**config.mk**
```make
export PLATFORM = sky130hd
export DESIGN_NAME = shifter_top
export DESIGN_NICKNAME = d
export VERILOG_FILES = /design/src/shifter_pkg.sv /design/src/barrel_shift_core.sv /design/src/shift_overflow_check.sv /design/src/shift_op_counters.sv /design/src/shifter_top.sv
export SDC_FILE = /design/constraint.sdc
export NUM_CORES = 1
export LEC_CHECK = 0
export BUFFER_PORTS_ARGS = -buffer_cell sky130_fd_sc_hd__buf_2
export CORE_MARGIN = 4
export CORE_UTILIZATION = 52
export DETAILED_ROUTE_END_ITERATION = 10
export GPL_TIMING_DRIVEN = 0
export PLACE_DENSITY = 0.77
export SYNTH_ARGS = -nofsm -noshare
export SYNTH_HDL_FRONTEND = slang
export SYNTH_SLANG_ARGS = --single-unit
```
**constraint.sdc**
```tcl
create_clock -name clk -period 2.9 [get_ports clk]
set_clock_uncertainty 0.05 [all_clocks]
set_input_delay 0.29 -clock clk [delete_from_list [all_inputs] [get_ports clk]]
set_output_delay 0.29 -clock clk [all_outputs]
set_load 0.03 [all_outputs]
```
**src/shifter_pkg.sv**
```systemverilog
// ====================
// Shared by RTL and testbench
// Counters wrap silently at 2^COUNT_WIDTH
// ====================
package shifter_pkg;

    // Operation code carried alongside each operand
    typedef logic [1:0] shift_op_t;

    // Shift left, zeros enter at the bottom
    localparam shift_op_t OP_LEFT        = 2'd0;

    // Shift right, zeros enter at the top
    localparam shift_op_t OP_RIGHT_LOGIC = 2'd1;

    // Shift right, sign bit replicated at the top
    localparam shift_op_t OP_RIGHT_ARITH = 2'd2;

    // Rotate right, bits leaving the bottom re-enter at the top
    localparam shift_op_t OP_ROTATE      = 2'd3;

    // Width of the per-class operation counters
    localparam int COUNT_WIDTH = 16;

    // Wrapping operation count
    typedef logic [COUNT_WIDTH-1:0] count_t;

endpackage

```
**src/barrel_shift_core.sv**
```systemverilog
// ====================
// Pure combinational, DATA_WIDTH a power of two and at least 2
// ====================
module barrel_shift_core #(
    parameter int DATA_WIDTH = 32
) (
    input  logic [DATA_WIDTH-1:0]         operand,
    input  logic [$clog2(DATA_WIDTH)-1:0] amount,
    input  shifter_pkg::shift_op_t        op,
    output logic [DATA_WIDTH-1:0]         result
);

    localparam int AMT_WIDTH = $clog2(DATA_WIDTH);

    typedef logic [DATA_WIDTH-1:0] word_t;

    logic  left_en;
    logic  rotate_en;
    logic  fill_bit;
    word_t pre_value;
    word_t stage_value [AMT_WIDTH+1];

    // Mirror bit order so one right shifter also serves left shifts
    function automatic word_t reverse_bits(input word_t value);
        word_t reversed;
        for (int i = 0; i < DATA_WIDTH; i++) begin
            reversed[i] = value[DATA_WIDTH-1-i];
        end
        return reversed;
    endfunction

    assign left_en   = (op == shifter_pkg::OP_LEFT);
    assign rotate_en = (op == shifter_pkg::OP_ROTATE);

    // Sign extension only for the arithmetic right shift
    assign fill_bit = (op == shifter_pkg::OP_RIGHT_ARITH) ? operand[DATA_WIDTH-1] : 1'b0;

    assign pre_value      = left_en ? reverse_bits(operand) : operand;
    assign stage_value[0] = pre_value;

    // One mux level per amount bit, step doubles each level
    generate
        for (genvar i = 0; i < AMT_WIDTH; i++) begin : g_stage
            localparam int STEP = 2 ** i;

            word_t moved;

            always_comb begin
                if (rotate_en) begin
                    // Bits falling off the bottom wrap to the top
                    moved = {stage_value[i][STEP-1:0], stage_value[i][DATA_WIDTH-1:STEP]};
                end else begin
                    moved = {{STEP{fill_bit}}, stage_value[i][DATA_WIDTH-1:STEP]};
                end
            end

            assign stage_value[i+1] = amount[i] ? moved : stage_value[i];
        end
    endgenerate

    // Undo the mirror for left shifts
    assign result = left_en ? reverse_bits(stage_value[AMT_WIDTH])
                            : stage_value[AMT_WIDTH];

    // No amount bit set means every stage passes through, for every op
    always_comb begin
        if (amount == '0) begin
            assert (result == operand)
                else $error("barrel_shift_core: zero amount altered operand");
        end
    end

endmodule

```
**src/shift_overflow_check.sv**
```systemverilog
// ====================
// Left shifts only, DATA_WIDTH a power of two
// ====================
module shift_overflow_check #(
    parameter int DATA_WIDTH = 32
) (
    input  logic [DATA_WIDTH-1:0]         operand,
    input  logic [$clog2(DATA_WIDTH)-1:0] amount,
    input  shifter_pkg::shift_op_t        op,
    output logic                          overflow
);

    typedef logic [DATA_WIDTH-1:0] word_t;

    localparam word_t ALL_ONES = {DATA_WIDTH{1'b1}};

    word_t keep_mask;
    word_t drop_mask;
    logic  is_left;
    logic  bits_lost;

    assign is_left = (op == shifter_pkg::OP_LEFT);

    // Low bits that survive the shift
    assign keep_mask = ALL_ONES >> amount;

    // Top amount bits are pushed out, empty for a zero amount
    assign drop_mask = ~keep_mask;

    assign bits_lost = |(operand & drop_mask);

    // Right shifts and rotates never lose information in this sense
    assign overflow = is_left & bits_lost;

endmodule

```
**src/shift_op_counters.sv**
```systemverilog
// ====================
// Counts accepted operations per class, wraps at 2^16
// ====================
module shift_op_counters (
    input  logic                   clk,
    input  logic                   rst,
    input  logic                   shift_enable,
    input  shifter_pkg::shift_op_t shift_type,
    output shifter_pkg::count_t    left_count,
    output shifter_pkg::count_t    right_count,
    output shifter_pkg::count_t    rotate_count
);

    shifter_pkg::count_t total_count;

    // One class per accepted operation, both right kinds share a counter
    always_ff @(posedge clk or posedge rst) begin
        if (rst) begin
            left_count   <= '0;
            right_count  <= '0;
            rotate_count <= '0;
        end else if (shift_enable) begin
            case (shift_type)
                shifter_pkg::OP_LEFT: begin
                    left_count <= left_count + 1'b1;
                end
                shifter_pkg::OP_RIGHT_LOGIC,
                shifter_pkg::OP_RIGHT_ARITH: begin
                    right_count <= right_count + 1'b1;
                end
                shifter_pkg::OP_ROTATE: begin
                    rotate_count <= rotate_count + 1'b1;
                end
                default: begin
                end
            endcase
        end
    end

    // Modular sum, so wrap of any single counter is harmless
    assign total_count = left_count + right_count + rotate_count;

    // At most one operation accepted per edge
    a_single_increment: assert property (
        @(posedge clk) disable iff (rst)
        shifter_pkg::count_t'(total_count - $past(total_count)) <= shifter_pkg::count_t'(1)
    ) else $error("shift_op_counters: counter sum grew by more than one");

endmodule

```
**src/shifter_top.sv**
```systemverilog
// ====================
// Result two edges after issue, no back-pressure
// DATA_WIDTH must be a power of two
// ====================
module shifter_top #(
    parameter int DATA_WIDTH = 32
) (
    input  logic                          clk,
    input  logic                          rst,
    input  logic [DATA_WIDTH-1:0]         data_in,
    input  logic [$clog2(DATA_WIDTH)-1:0] shift_amount,
    input  shifter_pkg::shift_op_t        shift_type,
    input  logic                          shift_enable,
    output logic [DATA_WIDTH-1:0]         data_out,
    output logic                          shift_valid,
    output logic                          shift_overflow,
    output shifter_pkg::count_t           left_count,
    output shifter_pkg::count_t           right_count,
    output shifter_pkg::count_t           rotate_count
);

    localparam int AMT_WIDTH = $clog2(DATA_WIDTH);

    typedef logic [DATA_WIDTH-1:0] word_t;
    typedef logic [AMT_WIDTH-1:0]  amount_t;

    // Stage A fields
    word_t                  a_data;
    amount_t                a_amount;
    shifter_pkg::shift_op_t a_op;
    logic                   a_valid;

    // Combinational outputs of stage A
    word_t core_result;
    logic  core_overflow;

    // Valid follows the strobe every edge
    always_ff @(posedge clk or posedge rst) begin
        if (rst) begin
            a_valid <= 1'b0;
        end else begin
            a_valid <= shift_enable;
        end
    end

    // Operand capture, only meaningful while a_valid is high
    always_ff @(posedge clk) begin
        if (shift_enable) begin
            a_data   <= data_in;
            a_amount <= shift_amount;
            a_op     <= shift_type;
        end
    end

    barrel_shift_core #(
        .DATA_WIDTH (DATA_WIDTH)
    ) u_core (
        .operand (a_data),
        .amount  (a_amount),
        .op      (a_op),
        .result  (core_result)
    );

    shift_overflow_check #(
        .DATA_WIDTH (DATA_WIDTH)
    ) u_ovf (
        .operand  (a_data),
        .amount   (a_amount),
        .op       (a_op),
        .overflow (core_overflow)
    );

    // Stage B holds the last result between pulses
    always_ff @(posedge clk or posedge rst) begin
        if (rst) begin
            data_out       <= '0;
            shift_overflow <= 1'b0;
            shift_valid    <= 1'b0;
        end else begin
            shift_valid <= a_valid;
            if (a_valid) begin
                data_out       <= core_result;
                shift_overflow <= core_overflow;
            end
        end
    end

    // Counters watch the input strobe directly
    shift_op_counters u_cnt (
        .clk          (clk),
        .rst          (rst),
        .shift_enable (shift_enable),
        .shift_type   (shift_type),
        .left_count   (left_count),
        .right_count  (right_count),
        .rotate_count (rotate_count)
    );

    // Both pipeline valids clear on reset, so no stale pulse on release
    a_no_valid_after_reset: assert property (
        @(posedge clk) disable iff (rst)
        $past(rst) |-> !shift_valid
    ) else $error("shifter_top: shift_valid high right after reset");

endmodule

```
==> flow_summary.toml, run 1 <==
[sta]
relSlewSlack_pct = 37.65
period_share_pct = 107.0
fin_ws_ps = -201.7
period_minus_slack_ps = 3102
setup_viol = 14
finalHoldViolCount = 0
slew_violations = 0
worstMarginPinSlew_ps = 935.3
rsz0062_at_grt = "yes"
holdWs_ps = 31.83
max_freq_ghz = 0.3224

[grt]
antenna_found_initial = 0
grt_pass1_vias = 8141
grt_max_degree = 56
track_usage_pct = 33.36
grt_pass1_wl_um = 46100
gr-total-overflow = 0

[power]
cell_internal_pwr_w = 0.004228
p_per_area_nw_per_um2 = 663.5
leakagePower_nw = 4.415
p_clk_share_pct = 30.9
vdd_drop_max_mv = 0.4410
comb_power_share_pct = 35.7
power_frac_seq_pct = 33.4
swShare_pct = 39.06
p_switching_w = 0.002710

[route]
drc = 0
vias = 8179
wl_met1_um = 11290
drt_pass1_iterations = 7
antenna_left = 0
drt_iter0_drc = 1045
viasPerCell = 6.839
top_layer = "met4"
wl_met3_um = 2934
wl_per_cell_um = 24.80
drt-total-wl_um = 29660
route.met2.wl_um = 13560

[worst_hold_path]
hold_class = "input pin to flop"
hold_start = "shift_type[1]"

[cells_and_area]
final_nets = 1042
final_util_pct = 68.79
syn_to_final_growth_pct = 30.00
num_antenna_cells = 0
drive_gt1_share_pct = 31.85

[critical_path]
crit_start = "a_op[1]$_DFFE_PP_"
critPathMaxFanout = 5
critical_path_class = "flop to flop"
slowest_delay_ps = 530
cp.arrival_ps = 3360
cp.required_ps = 3160
critPathMostFrequentCell = "mux4_2"
worst_setup_path_end_kind = "flop"
cpMaxStageDelayCell = "mux4_2"
crit_family = "multiplexers"
rr_startpoint = "a_op[1]$_DFFE_PP_"
start_kind = "flop"
crit_buf_inv = 2
crit_chain = "or2_1, buf_6, buf_12, mux4_2, a22oi_2, nand2_1, mux4_2, and2_1, a221o_1"

[synthesis]
synth_xor_area_share_pct = 4.900
synth_top_area_share_pct = 25.82
synth_area_leaders = "dfrtp_1 (26%), edfxtp_1 (15%), mux4_2 (11%)"
synth_largest_area_cell = "dfrtp_1"
yosysUniqueCellTypes = 66
ys_seq_area_share_pct = 40.38
synthFlopType = "dfrtp_1"
postSynthAreaPerCell_um2 = 10.14
syn_nets = 840
synth-simple-area-share_pct = 13.28
synth_edf_count = 39
yosys_warnings = 0
synthAdderAreaFrac_pct = 1.027
synth_top_family_by_area = "compound AO/OA/AOI/OAI gates"
synthMuxAreaShare_pct = 16.02
syn_inst = 793
async_flop_share_pct = 68.03
synth_compound_area_share_pct = 20.30
synthesis.area_um2 = 8044
synth-seq-cells = 122

[floorplan]
fp.dieH_um = 132.4
dieWidth_um = 132.4
start_util_pct = 52.91
core-area_um2 = 15200
die_area_um2 = 17520
rows = 45
ios = 124

[clocking]
cts_tree = "done"
cts_root_buffer = "clkbuf_16"
clock_path_buffers = 2
clkLatencyLatePin_ps = 430
cts.sinks = 122
cts.htree.levels = 4
clkTransAtPathRegs_ps = 60
cts_inserted_buffers = 17

[placement]
place_congestion = 1.020
port_buffers = 123
dp_hpwl_um = 20960

[run_status]
outcome = "finished with violations"
violations = "negative setup slack"

[job]
cap_violations = 0
==> cell families after synthesis <==
family	count (synthesis)
buf+inv	76
mux	78
fa+ha+maj	7
flops	122
xor+xnor	45
compound gates	238
simple gates	227
==> layer usage <==
layer  vias up  track usage, %
li1       3482               -
met2       626           52.10
met5         -               0
met4         0           18.48
met3       169           7.977
met1      3902           42.91
==> path summary, 6_finish.rpt <==
check / to / slack, ps / depth (start not counted)
min reg2reg: shift_valid$_DFF_PP0_ / 360 / 0
max reg2reg: data_out[31]$_DFFE_PP0P_ / -200 / 9
min in group asynchronous: u_cnt.rotate_count[13]$_DFFE_PP0P_ / 360 / 3
max: data_out[31]$_DFFE_PP0P_ / -200 / 9
max in group asynchronous: data_out[22]$_DFFE_PP0P_ / 1860 / 4
min: a_op[1]$_DFFE_PP_ / 30 / 1
==> synthesized netlist by cell type, types with 19 or more instances <==
cell type  number
mux2i_1        23
nor2_1         61
xnor2_1        35
edfxtp_1       39
dfrtp_1        83
a21oi_1        53
clkbuf_1       41
mux4_2         39
o22ai_1        25
nand2_1        74
inv_1          19
o21ai_0        36
a22oi_1        23
==> layout make-up <==
class | instances | area (µm²)
clock buffer | 21 | 503.0
timing repair buffer | 186 | 1235
sequential | 122 | 3248
inverter | 22 | 85.08
clock inverter | 11 | 96.34
fill | 1194 | 4745
buffer | 51 | 275.3
tap | 188 | 235.2
multi-input combinational | 595 | 4780
==> through the flow <==
step                cells  setup WS, ps  power (W)  setup TNS, ps  cell area (µm²)
floorplan             793         67.44   0.003756              0             8044
global route         1196        -252.9   0.007205          -2297            10460
detailed placement   1105        -535.1   0.004487          -8347             8925
finish               1196        -201.7   0.006938          -1327            10460
CTS                  1192        -117.4   0.006784         -681.5            10240
global placement     1104        -509.3   0.004458         -48900             8895
==> power by group through the flow <==
| stage | Clock, W | Combinational (W) | Sequential (W) |
|---|---|---|---|
| after floorplan | 0 | 0.00110 | 0.00266 |
| after global placement | 0 | 0.00214 | 0.00231 |
| after detailed placement | 0 | 0.00216 | 0.00232 |
| after CTS | 0.00215 | 0.00233 | 0.00230 |
| after global routing | 0.00225 | 0.00259 | 0.00236 |
| final | 0.00214 | 0.00248 | 0.00232 |
==> registers in the layout, indices dropped and copies added, names as in the netlist <==
signal / flops
data_out: 32
shift_overflow: 1
a_valid: 1
a_data: 32
a_amount: 5
a_op: 2
shift_valid: 1
u_cnt.rotate_count: 16
u_cnt.right_count: 16
u_cnt.left_count: 16
==> cell usage in the layout, fill, tap and decap left out, types with 6 or more instances in the layout <==
master         netlist  final
buf_2                1    128
dfrtp_1             83     83
nand2_1             74     69
nor2_1              61     57
a21oi_1             53     46
mux4_2              39     39
edfxtp_1            39     39
dlygate4sd3_1        0     38
xnor2_1             35     35
o21ai_0             36     30
clkbuf_1            41     25
buf_4                3     21
o22ai_1             25     21
mux2i_1             23     20
clkbuf_16            0     19
nand3_1             18     18
inv_1               19     18
nor3_1              16     15
mux2_2              16     15
nand4_1             13     13
clkbuf_2             0     13
a22oi_1             23     13
a22oi_2              1     11
xor2_1              10     10
o211ai_1             9      9
o221ai_1             9      9
a221o_1              8      8
buf_6                2      7
o32ai_1              8      7
and2_1               6      6
and4_1               6      6
and3_1               6      6
a21o_1               6      6
a211o_1              6      6
==> what timing repair did <==
action	in CTS	in global routing
pin swaps	20	16
hold buffers	38	0
resized for setup	44	61
endpoints found under the hold margin	65	0
setup buffers	17	7
setup endpoints to repair	32	33
cloned	2	0
==> worst register-to-register path, cell delays in order, from the launching register on <==
cell	delay, ps
edfxtp_1	500
or2_1	290
buf_6	150
buf_12	140
mux4_2	530
a22oi_2	290
nand2_1	120
mux4_2	510
and2_1	160
a221o_1	250
Note: power is estimated with default switching activity, not from simulation.
==> run 2: changes to the inputs <==
Settings changed: CAP_MARGIN set to 20, CORE_UTILIZATION 52 to 55, PLACE_DENSITY 0.77 to 0.78.
Clock period 2.9 ns to 3.95 ns, I/O delays scaled along.
==> run 2 against run 1 <==
The flow now finishes without violations. Utilization shrank 1.3 points. Fmax is 10% lower. Flip-flop and latch count unchanged. Routed wire length is 6.9% lower. Combinational power down 34%. Die area is 5.1% lower. Via count down 4.8%. First-iteration DRC count rose by 13%. Worst setup slack gained 700 ps. Cell count down 5.5%. Non-clock buffer count down 58. Largest cell class unchanged.
==> flow_summary.toml, run 2 (same netlist as run 1, synthesis figures left out) <==
[run_status]
outcome = "completed"

[grt]
grt_pass1_vias = 7605
antenna_found_initial = 0
track_usage_pct = 33.42
gr-total-overflow = 0
grt_pass1_wl_um = 42790
grt_max_degree = 60

[sta]
fin_ws_ps = 495.2
period_share_pct = 87.46
period_minus_slack_ps = 3455
finalHoldViolCount = 0
fin_tns_setup_ps = 0
max_freq_ghz = 0.2895
slew_violations = 0
relSlewSlack_pct = 29.64
setup_viol = 0
rsz0062_at_grt = "no"
worstMarginPinSlew_ps = 1044

[clocking]
ctsResizeCount = 0
cts_inserted_buffers = 17
clkLatencyLatePin_ps = 430
cts.htree.levels = 4
cts_root_buffer = "clkbuf_16"
clkTransAtPathRegs_ps = 70
cts.sinks = 122
clock_path_buffers = 2
cts_tree = "done"
cts_setup_buffers = 0

[critical_path]
rrSetupSlack_ps = 500
critPathMaxFanout = 10
rr_startpoint = "a_amount[2]$_DFFE_PP_"
cp.required_ps = 4200
start_kind = "flop"
cp.arrival_ps = 3710
worst_setup_path_end_kind = "flop"
critical_path_class = "flop to flop"
crit_start = "a_amount[2]$_DFFE_PP_"

[floorplan]
ios = 124
dieWidth_um = 128.9
die_area_um2 = 16620
rows = 43
core-area_um2 = 14100
fp.dieH_um = 128.9
start_util_pct = 57.07

[route]
drt_pass1_iterations = 6
wl_per_cell_um = 24.43
drc = 0
drt-total-wl_um = 27610
viasPerCell = 6.891
drt_iter0_drc = 1184
vias = 7787
antenna_left = 0

[power]
vdd_drop_max_mv = 0.3743
comb_power_share_pct = 33.6
p_clk_share_pct = 31.7
cell_internal_pwr_w = 0.002977
p_per_area_nw_per_um2 = 509.8
power_frac_seq_pct = 34.7
leakagePower_nw = 4.007
swShare_pct = 38.61
p_switching_w = 0.001872

[worst_hold_path]
hold_start = "data_in[13]"
hold_class = "input pin to flop"

[cells_and_area]
fin_cells = 1130
num_antenna_cells = 0
syn_to_final_growth_pct = 18.23
final_cell_mix = "buf_2 (124), dfrtp_1 (83), nand2_1 (74)"
final_nets = 984
final_common_cell = "buf_2"
drive_gt1_share_pct = 24.32
top_regs = "a_data x32, data_out x32"
fillCellCount = 1137

[placement]
place_congestion = 1.037
port_buffers = 123
dp_cells = 1097
pre_cts_slack_ps = 594.5
dp_hpwl_um = 20320

[job]
cap_violations = 0
==> run 2: changes by cell type in the layout (fill, tap and decap cells not counted), sizes merged <==
| cell | previous run | this run |
|---|---|---|
| dlygate4sd3 | 38 | 1 |
| buf | 161 | 137 |
| clkinv | 2 | 5 |
| bufinv | 0 | 1 |
| inv | 29 | 28 |
==> run 2: layer usage <==
layer	up-vias	share of wire [%]	GRT usage, %
li1	3353	-	-
met1	3663	38	44.52
met2	627	44	50.00
met3	144	12	9.340
met4	0	5.8	17.48
met5	-	0	0
==> run 2: layout make-up <==
type                    instances  area [µm²]  area share, %
inverters                      22       85.08         0.8946
multi-input cells             595        4467          46.97
well taps                     180       225.2          2.368
clock inverters                14       135.1          1.421
plain buffers                  54       246.5          2.592
repair buffers                125       653.1          6.868
flip-flops and latches        122        3248          34.15
clock buffers                  18       450.4          4.736
==> run 2: worst paths after layout <==
kind	depth (start not counted)	to
worst max-delay path	9	data_out[0]$_DFFE_PP0P_
max in group asynchronous	4	u_cnt.right_count[2]$_DFFE_PP0P_
worst max register to register	9	data_out[0]$_DFFE_PP0P_
worst min-delay path	1	a_data[13]$_DFFE_PP_
min in group asynchronous	3	data_out[29]$_DFFE_PP0P_
worst min register to register	0	shift_valid$_DFF_PP0_
==> run 2: per-stage QoR <==
step / hold slack, ps / util [%] / total power (W) / instance area (µm²)
finish: 88.52 / 67.47 / 0.004849 / 9510
global route: 87.74 / 67.47 / 0.005040 / 9510
CTS: 84.19 / 67.47 / 0.004820 / 9510
detailed placement: 342.8 / 63.24 / 0.003278 / 8915
global placement: 355.1 / 63.03 / 0.003257 / 8885
floorplan: 341.1 / - / 0.002758 / 8044
==> run 2: power groups by stage <==
stage	logic (W)	clock network [W]	registers [W]
after floorplan	0.000805	0	0.00195
after global placement	0.00157	0	0.00169
after detailed placement	0.00158	0	0.00170
after CTS	0.00159	0.00155	0.00168
after global routing	0.00172	0.00161	0.00171
final	0.00163	0.00154	0.00168
==> run 2: critical path: stages (launching register included) <==
cell and delay (ps):
edfxtp_1 360, clkbuf_1 260, inv_1 230, buf_1 530
nand2_1 310, o32ai_1 570, nor3_1 120, a21oi_1 330
a21oi_1 200, a221o_1 360
==> run 2: timing repair <==
item,in CTS,in global routing
hold buffers,1,0
hold endpoints to repair,24,0
endpoints found under the setup margin,0,0
